[config.mk]
export PLATFORM = sky130hd
export DESIGN_NAME = axi_crossbar
export DESIGN_NICKNAME = d
export VERILOG_FILES = /design/src/hw/xbar_pkg.sv /design/src/hw/fwd_cam.sv /design/src/hw/out_arb_mux.sv /design/src/hw/axi_crossbar.sv
export SDC_FILE = /design/constraint.sdc
export NUM_CORES = 1
export LEC_CHECK = 0
export BUFFER_PORTS_ARGS = -buffer_cell sky130_fd_sc_hd__buf_2
export CAP_MARGIN = 10
export CORE_UTILIZATION = 30
export DETAILED_ROUTE_END_ITERATION = 8
export PLACE_DENSITY_LB_ADDON = 0.15
export SYNTH_ARGS = -nofsm -noshare
export SYNTH_HDL_FRONTEND = slang
export SYNTH_SLANG_ARGS = --single-unit
export TNS_END_PERCENT = 100
[constraint.sdc]
create_clock -name clk -period 5.95 [get_ports clk]
set_input_delay 1.19 -clock clk [delete_from_list [all_inputs] [get_ports clk]]
set_output_delay 1.19 -clock clk [all_outputs]
set_load 0.02 [all_outputs]
[src/hw/xbar_pkg.sv]
// Shared types and constants for the stream crossbar
// Data width is fixed here; destination sits in the low DST_W bits of a first beat
package xbar_pkg;

   localparam int DATA_W      = 64;
   localparam int DST_W       = 16;
   localparam int RB_DATA_W   = 32;   // Readback word and packet counters
   localparam int TABLE_DEPTH = 256;
   localparam int TBL_AW      = $clog2(TABLE_DEPTH);

   // Settings address pages relative to BASE
   localparam logic [7:0] LOCAL_PAGE  = 8'd0;   // BASE+0 .. BASE+255
   localparam logic [7:0] REMOTE_PAGE = 8'd1;   // BASE+256 .. BASE+511

   // One stream beat, valid/ready travel beside it
   typedef struct packed {
      logic [DATA_W-1:0] data;
      logic              last;
   } axis_beat_t;

   // Forwarding handshake of one ingress/egress pair
   typedef struct packed {
      logic req;   // From lookup
      logic ack;   // From egress arbiter
   } fwd_hs_t;

   typedef struct packed {
      logic        stb;
      logic [15:0] addr;
      logic [31:0] data;
   } set_bus_t;

   typedef struct packed {
      logic       stb;
      logic [7:0] addr;   // Ingress field above egress field
   } rb_rd_t;

endpackage

[src/hw/fwd_cam.sv]
`timescale 1ns/1ps
// Destination lookup for one ingress port. Table entries must hold an egress
// index below NUM_OUTPUTS; a larger value leaves the input stalled
module fwd_cam #(
   parameter  int NUM_OUTPUTS = 2,
   parameter  int BASE        = 0,
   localparam int EW          = (NUM_OUTPUTS > 1) ? $clog2(NUM_OUTPUTS) : 1
) (
   input  logic                              clk,
   input  logic                              i_rst_n,
   input  logic                              i_clear,
   input  logic [7:0]                        i_local_addr,
   // Monitored ingress stream
   input  xbar_pkg::axis_beat_t              i_beat,
   input  logic                              i_valid,
   input  logic                              i_ready,
   // Settings writes
   input  xbar_pkg::set_bus_t                i_set,
   // Forwarding handshake, one pair per egress
   output logic [NUM_OUTPUTS-1:0]            o_fwd_req,
   input  logic [NUM_OUTPUTS-1:0]            i_fwd_ack,
   // Counter readback
   input  logic                              i_rb_stb,
   input  logic [EW-1:0]                     i_rb_egress,
   output logic [xbar_pkg::RB_DATA_W-1:0]    o_rb_data
);

   localparam int HALF = xbar_pkg::DST_W / 2;

   logic [EW-1:0]                    local_tbl  [xbar_pkg::TABLE_DEPTH];
   logic [EW-1:0]                    remote_tbl [xbar_pkg::TABLE_DEPTH];
   logic [15:0]                      set_ofs;
   logic [xbar_pkg::DST_W-1:0]       dst;
   logic [EW-1:0]                    lookup_egr;
   logic [EW-1:0]                    egr_q;
   logic                             in_pkt;
   logic                             start;
   logic                             xfer_last;
   logic [xbar_pkg::RB_DATA_W-1:0]   pkt_cnt [NUM_OUTPUTS];

   // Offset from the settings base selects the page
   assign set_ofs = i_set.addr - 16'(BASE);

   always_ff @(posedge clk) begin
      if (i_set.stb) begin
         if (set_ofs[15:xbar_pkg::TBL_AW] == xbar_pkg::LOCAL_PAGE) begin
            local_tbl[set_ofs[xbar_pkg::TBL_AW-1:0]] <= i_set.data[EW-1:0];
         end
         if (set_ofs[15:xbar_pkg::TBL_AW] == xbar_pkg::REMOTE_PAGE) begin
            remote_tbl[set_ofs[xbar_pkg::TBL_AW-1:0]] <= i_set.data[EW-1:0];
         end
      end
   end

   assign dst = i_beat.data[xbar_pkg::DST_W-1:0];

   // Our own node: route on low byte, else on the node byte
   always_comb begin
      if (dst[xbar_pkg::DST_W-1:HALF] == i_local_addr) begin
         lookup_egr = local_tbl[dst[HALF-1:0]];
      end else begin
         lookup_egr = remote_tbl[dst[xbar_pkg::DST_W-1:HALF]];
      end
   end

   // Outside a packet every valid beat is a first beat.
   // Wait for the last ack to drop before asking again
   assign start     = !in_pkt && i_valid && (i_fwd_ack == '0);
   assign xfer_last = in_pkt && i_valid && i_ready && i_beat.last;

   always_ff @(posedge clk) begin
      if (!i_rst_n) begin
         in_pkt <= 1'b0;
      end else if (start) begin
         in_pkt <= 1'b1;
      end else if (xfer_last) begin
         in_pkt <= 1'b0;   // Req drops next cycle
      end
   end

   // Registered lookup result
   always_ff @(posedge clk) begin
      if (start) begin
         egr_q <= lookup_egr;
      end
   end

   always_comb begin
      o_fwd_req = '0;
      if (in_pkt) begin
         o_fwd_req[egr_q] = 1'b1;
      end
   end

   // Packets forwarded per egress
   always_ff @(posedge clk) begin
      if (!i_rst_n || i_clear) begin
         for (int k = 0; k < NUM_OUTPUTS; k++) begin
            pkt_cnt[k] <= '0;
         end
      end else if (xfer_last) begin
         pkt_cnt[egr_q] <= pkt_cnt[egr_q] + 1'b1;
      end
   end

   always_ff @(posedge clk) begin
      if (i_rb_stb) begin
         o_rb_data <= pkt_cnt[i_rb_egress];
      end
   end

endmodule

[src/hw/out_arb_mux.sv]
`timescale 1ns/1ps
// Round-robin arbiter and packet mux for one egress port.
// The data path is combinational while granted; a grant lasts the full handshake
module out_arb_mux #(
   parameter  int NUM_INPUTS = 2,
   localparam int IW         = (NUM_INPUTS > 1) ? $clog2(NUM_INPUTS) : 1
) (
   input  logic                                   clk,
   input  logic                                   i_rst_n,
   input  logic                                   i_clear,
   // Forwarding handshake, one pair per ingress
   input  logic [NUM_INPUTS-1:0]                  i_fwd_req,
   output logic [NUM_INPUTS-1:0]                  o_fwd_ack,
   // Ingress streams
   input  xbar_pkg::axis_beat_t [NUM_INPUTS-1:0]  i_beats,
   input  logic [NUM_INPUTS-1:0]                  i_valid,
   output logic [NUM_INPUTS-1:0]                  o_ready_vec,
   // Egress stream
   output xbar_pkg::axis_beat_t                   o_beat,
   output logic                                   o_valid,
   input  logic                                   i_ready
);

   logic            busy;       // Ack is up for gnt_idx
   logic [IW-1:0]   gnt_idx;
   logic [IW-1:0]   ptr;        // Search start
   logic            pkt_done;   // Last beat gone, waiting for req to drop
   logic            release_gnt;
   logic            arb_en;
   logic            win_found;
   logic [IW-1:0]   win_idx;
   logic            pass;
   logic            xfer_last;

   assign release_gnt = busy && !i_fwd_req[gnt_idx];
   assign arb_en      = !busy || release_gnt;

   // First requester at or after ptr
   always_comb begin
      int cand;
      win_found = 1'b0;
      win_idx   = '0;
      for (int j = 0; j < NUM_INPUTS; j++) begin
         cand = int'(ptr) + j;
         if (cand >= NUM_INPUTS) begin
            cand = cand - NUM_INPUTS;
         end
         if (!win_found && i_fwd_req[cand]) begin
            win_found = 1'b1;
            win_idx   = IW'(cand);
         end
      end
   end

   always_ff @(posedge clk) begin
      if (!i_rst_n) begin
         busy     <= 1'b0;
         gnt_idx  <= '0;
         pkt_done <= 1'b0;
      end else if (arb_en) begin
         // Old ack drops, a waiting input may take over in the same cycle
         busy     <= win_found;
         pkt_done <= 1'b0;
         if (win_found) begin
            gnt_idx <= win_idx;
         end
      end else if (xfer_last) begin
         pkt_done <= 1'b1;
      end
   end

   always_ff @(posedge clk) begin
      if (!i_rst_n || i_clear) begin
         ptr <= '0;
      end else if (arb_en && win_found) begin
         ptr <= (win_idx == IW'(NUM_INPUTS - 1)) ? '0 : win_idx + 1'b1;
      end
   end

   always_comb begin
      o_fwd_ack = '0;
      if (busy) begin
         o_fwd_ack[gnt_idx] = 1'b1;
      end
   end

   assign pass      = busy && !pkt_done;
   assign o_beat    = i_beats[gnt_idx];
   assign o_valid   = pass && i_valid[gnt_idx];
   assign xfer_last = o_valid && i_ready && o_beat.last;

   // Only the served input sees ready
   always_comb begin
      o_ready_vec = '0;
      if (pass) begin
         o_ready_vec[gnt_idx] = i_ready;
      end
   end

endmodule

[src/hw/axi_crossbar.sv]
`timescale 1ns/1ps
// Packet crossbar with per-ingress lookup and per-egress round-robin arbiters.
// Readback addr holds egress index in low bits and ingress index above it; both must fit 8 bits
module axi_crossbar #(
   parameter int NUM_INPUTS  = 2,
   parameter int NUM_OUTPUTS = 2,
   parameter int BASE        = 0
) (
   input  logic                                    clk,
   input  logic                                    i_rst_n,
   input  logic                                    i_clear,
   input  logic [7:0]                              i_local_addr,
   // Ingress
   input  xbar_pkg::axis_beat_t [NUM_INPUTS-1:0]   i_beat,
   input  logic [NUM_INPUTS-1:0]                   i_valid,
   output logic [NUM_INPUTS-1:0]                   o_ready,
   // Egress
   output xbar_pkg::axis_beat_t [NUM_OUTPUTS-1:0]  o_beat,
   output logic [NUM_OUTPUTS-1:0]                  o_valid,
   input  logic [NUM_OUTPUTS-1:0]                  i_ready,
   // Settings and readback
   input  xbar_pkg::set_bus_t                      i_set,
   input  xbar_pkg::rb_rd_t                        i_rb,
   output logic [xbar_pkg::RB_DATA_W-1:0]          o_rb_data
);

   localparam int IW = (NUM_INPUTS > 1) ? $clog2(NUM_INPUTS) : 1;
   localparam int EW = (NUM_OUTPUTS > 1) ? $clog2(NUM_OUTPUTS) : 1;

   xbar_pkg::fwd_hs_t                hs [NUM_INPUTS][NUM_OUTPUTS];   // Indexed [ingress][egress]
   logic [NUM_OUTPUTS-1:0]           cam_req [NUM_INPUTS];
   logic [NUM_OUTPUTS-1:0]           cam_ack [NUM_INPUTS];
   logic [NUM_INPUTS-1:0]            mux_req [NUM_OUTPUTS];
   logic [NUM_INPUTS-1:0]            mux_ack [NUM_OUTPUTS];
   logic [NUM_INPUTS-1:0]            rdy_vec [NUM_OUTPUTS];
   logic [xbar_pkg::RB_DATA_W-1:0]   cam_rb  [NUM_INPUTS];
   logic [IW-1:0]                    rb_in;
   logic [EW-1:0]                    rb_egr;
   logic [IW-1:0]                    rb_sel_q;

   assign rb_egr = i_rb.addr[EW-1:0];
   assign rb_in  = i_rb.addr[EW +: IW];

   // Swap between per-ingress and per-egress views of the handshake
   for (genvar n = 0; n < NUM_INPUTS; n++) begin : g_perm_in
      for (genvar m = 0; m < NUM_OUTPUTS; m++) begin : g_perm_out
         assign hs[n][m].req  = cam_req[n][m];
         assign hs[n][m].ack  = mux_ack[m][n];
         assign mux_req[m][n] = hs[n][m].req;
         assign cam_ack[n][m] = hs[n][m].ack;
      end
   end

   for (genvar n = 0; n < NUM_INPUTS; n++) begin : g_cam
      fwd_cam #(
         .NUM_OUTPUTS (NUM_OUTPUTS),
         .BASE        (BASE)
      ) u_cam (
         .clk          (clk),
         .i_rst_n      (i_rst_n),
         .i_clear      (i_clear),
         .i_local_addr (i_local_addr),
         .i_beat       (i_beat[n]),
         .i_valid      (i_valid[n]),
         .i_ready      (o_ready[n]),   // Folded ready marks transfers
         .i_set        (i_set),
         .o_fwd_req    (cam_req[n]),
         .i_fwd_ack    (cam_ack[n]),
         .i_rb_stb     (i_rb.stb && (rb_in == IW'(n))),
         .i_rb_egress  (rb_egr),
         .o_rb_data    (cam_rb[n])
      );
   end

   for (genvar m = 0; m < NUM_OUTPUTS; m++) begin : g_mux
      out_arb_mux #(
         .NUM_INPUTS (NUM_INPUTS)
      ) u_mux (
         .clk         (clk),
         .i_rst_n     (i_rst_n),
         .i_clear     (i_clear),
         .i_fwd_req   (mux_req[m]),
         .o_fwd_ack   (mux_ack[m]),
         .i_beats     (i_beat),
         .i_valid     (i_valid),
         .o_ready_vec (rdy_vec[m]),
         .o_beat      (o_beat[m]),
         .o_valid     (o_valid[m]),
         .i_ready     (i_ready[m])
      );
   end

   // At most one mux serves a given input
   always_comb begin
      o_ready = '0;
      for (int m = 0; m < NUM_OUTPUTS; m++) begin
         o_ready = o_ready | rdy_vec[m];
      end
   end

   // Cam word lands one cycle after stb, select follows it
   always_ff @(posedge clk) begin
      if (!i_rst_n) begin
         rb_sel_q <= '0;
      end else if (i_rb.stb) begin
         rb_sel_q <= rb_in;
      end
   end

   assign o_rb_data = cam_rb[rb_sel_q];

endmodule

==> run metrics <==
status=finished, final reports clean; PostCTS Resize Cnt=0; Final #Nets=3,417; area of the multi-input gates=16,200 um2; metal2 WL=59,500 um; fin crit share=65.5%; Pleak=0.0149 uW; Post-synth ARST share=0%; number of synthesized flops with an enable pin=706; Post-CTS Hold Buffers=0; clk buf depth=3; CTS Sinks=719; Die ar.=131,000 um2; Pwr per Cell Area=274 nW/um2; largest net degree at the start of global routing=136; num ports=369; first-pass GRT wire length=179,000 um; setup TNS=0 ns; f_max=257 MHz; DRC=0; Via density=5.15; Post-Route WL=124,000 um; CP startpoint kind=register; Layout fillers=12,577; Die W=362 um; worst endpoint required time=4.76 ns; top_reg_cell synth=edfxtp_1; Seq/Total Area, Yosys=55.2%; Mapped Area=38,900 um2; initial antenna violation count=6; CP Max Fanout=52; Routed met3 length=5170 um; fin. max-slew vios=0; HP Class=reg2reg; Hold Vio Cnt, Final=0; Synth cell types=70; total global routing overflow=0; worst slew pin tran=1.22 ns; layout cell share with drive strength beyond 1=31.8%; Root Buffer=clkbuf_16; Area growth, synth to finish=16.4%; Syn Area/Cell=13.3 um2; starting density of the core=30.4%; Worst-Skew Late Latency=0.66 ns; Worst Skew=0.0307 ns; Data arrival, critical path=2.71 ns; top sig layer=met5; max_cap viols=0; Crit. End Element=output pin; CTS tree=done; # H-tree levels=3; Die H=362 um; DR WL/cell=24.8 um; Antenna Nets Post-Route=0; Pre-antenna DRT Iters=5; WL met1=57,100 um; Finished Core Util=35.3%; Core Area=128,000 um2; final setup violation count=0; GRT Resource Usage Total=18.6%; final worst path period need=3.90 ns; DP Wirelength=78,900 um; Slew HR=18.7%; Num CTS Buffers=88; Clock transition at path regs=0.05 ns; FF/Latch Area=21,500 um2; number of synthesized register bits=719; gp weighted congestion=0.805; row count=131; initial drt markers=2,127; Post-Syn Nets=3,136; Yosys warnings=0; critical path type=reg2out; vias=25,835; unrepaired setup endpoints after global routing=false; vias in the first global route=25,853; Mapped Cells=2,931; setup bufs post-CTS=0; Hold WS=0.475 ns; I/O Buffers=331; worst vdd ir=187 uV
## final cells by class
type	instances	area share, %
Antenna cell	3	0.0166
Clock inverter	50	1.00
Inverter	21	0.174
Clock buffer	110	5.17
Timing Repair Buffer	428	5.44
Tap cell	1729	4.79
Sequential cell	719	47.5
Multi-Input combinational cell	1954	35.9
## metrics by stage
| stage | area [um2] | worst slack, ns | cells | power (uW) |
|---|---|---|---|---|
| final | 45200 | 2.05 | 5014 | 12400 |
| after floorplan | 38900 | 2.30 | 2931 | 6710 |
| after CTS | 45200 | 1.95 | 5011 | 12500 |
| after global routing | 45200 | 1.92 | 5011 | 12800 |
| after global placement | 42400 | 1.40 | 4851 | 7240 |
| after detailed placement | 42400 | 1.42 | 4851 | 7240 |
## registers in the layout, summed over array words and instances (netlist names), 64 cells and up, named ones only
| register | flops |
|---|---|
| g_cam.u_cam.o_rb_data | 64 |
| g_cam.u_cam.local_tbl | 256 |
| g_cam.u_cam.remote_tbl | 256 |
| g_cam.u_cam.pkt_cnt | 128 |
## layout by cell type (no fill, tap or decap), types with 6 or more instances in the layout
cell type,netlist,layout
xnor2_1,33,33
o21ai_0,35,35
nor4_1,10,10
clkinv_1,1,21
buf_2,31,324
buf_4,26,99
and3b_1,7,7
a211oi_1,10,10
mux2_2,235,235
a22oi_1,29,29
nand4_1,15,15
inv_1,20,20
nand2b_1,17,17
nor2_1,687,687
nor4b_1,6,6
and2_1,9,9
o221ai_1,10,10
a221oi_1,6,6
and3_1,8,8
clkbuf_1,142,19
clkbuf_16,0,90
edfxtp_1,706,706
mux2i_1,135,135
a22o_1,13,13
mux4_2,241,241
xor2_1,50,50
nand3b_1,16,16
a21oi_1,35,35
a32oi_1,8,8
dfxtp_1,13,9
nand2_1,134,134
nor3_1,15,15
nor2b_1,58,57
a31oi_1,6,6
nand3_1,47,47
clkinv_2,0,17
o22ai_1,14,14
## critical path, cell delays in order, from the launching register on
cell     delay (ns)
dfxtp_4        0.71
buf_4          0.67
mux2_2         0.49
buf_2          0.18
## routing by layer
layer  GRT usage (%)  vias to the layer above
li1                -                    11641
met1            26.2                    13448
met2            30.4                      585
met3            2.33                      157
met4            4.48                        4
met5               0                        -
## cells in the mapped netlist, drive strengths merged, types with 5 or more instances
library cell,instances,share of area [%]
xnor2,33,0.74
and3b,7,0.16
mux2i,135,3.5
nor4,11,0.19
mux2,235,6.8
a211oi,10,0.19
nand4,17,0.31
a221oi,6,0.14
a2111oi,8,0.29
nor4b,6,0.14
nand4b,5,0.11
nand2,134,1.3
nor2,687,6.6
nand3b,16,0.31
buf,95,1.4
clkbuf,142,1.4
dfxtp,13,0.67
nor3,16,0.22
nand3,47,0.61
o21ai,36,0.46
edfxtp,706,55
nor2b,58,0.93
a31oi,6,0.097
mux4,241,14
and2,9,0.14
a21oi,35,0.45
o211ai,5,0.097
o22ai,14,0.23
xor2,50,1.1
o221ai,10,0.23
inv,20,0.19
and3,8,0.13
a32oi,8,0.18
a22o,13,0.29
nand2b,17,0.27
a22oi,29,0.56
## report_power, final
part           switching (uW)  leakage, uW  internal [uW]
clock                    2220      0.00136           3020
combinational             844      0.00676            563
sequential               86.3      0.00677           5630
## cell families (layout without fill, tap and decap cells)
kind of cell / count (synthesis) / after routing / share of synthesized area (%)
AO/OA/AOI/OAI: 206 / 206 / 3.81
XOR/XNOR: 83 / 83 / 1.87
adder cells (fa/ha/maj): 2 / 2 / 0.0644
buffers and inverters: 258 / 609 / 3.00
flip-flops: 719 / 719 / 55.2
multiplexers: 611 / 611 / 24.3
other: 0 / 3 / 0
AND/OR/NAND/NOR: 1052 / 1052 / 11.8
## path summary, 6_finish.rpt
check             cells past startpoint                   start                            end  slack, ns
setup reg to reg                      8                register  g_cam[0].u_cam.pkt_cnt[1][28]       2.29
setup / recovery                      3  g_mux[0].u_mux.gnt_idx                     o_beat[33]       2.05
hold reg to reg                       2      g_mux[0].u_mux.ptr             g_mux[0].u_mux.ptr       0.47
hold / removal                        2      g_mux[0].u_mux.ptr             g_mux[0].u_mux.ptr       0.47
(Power assumes the default switching activity.)
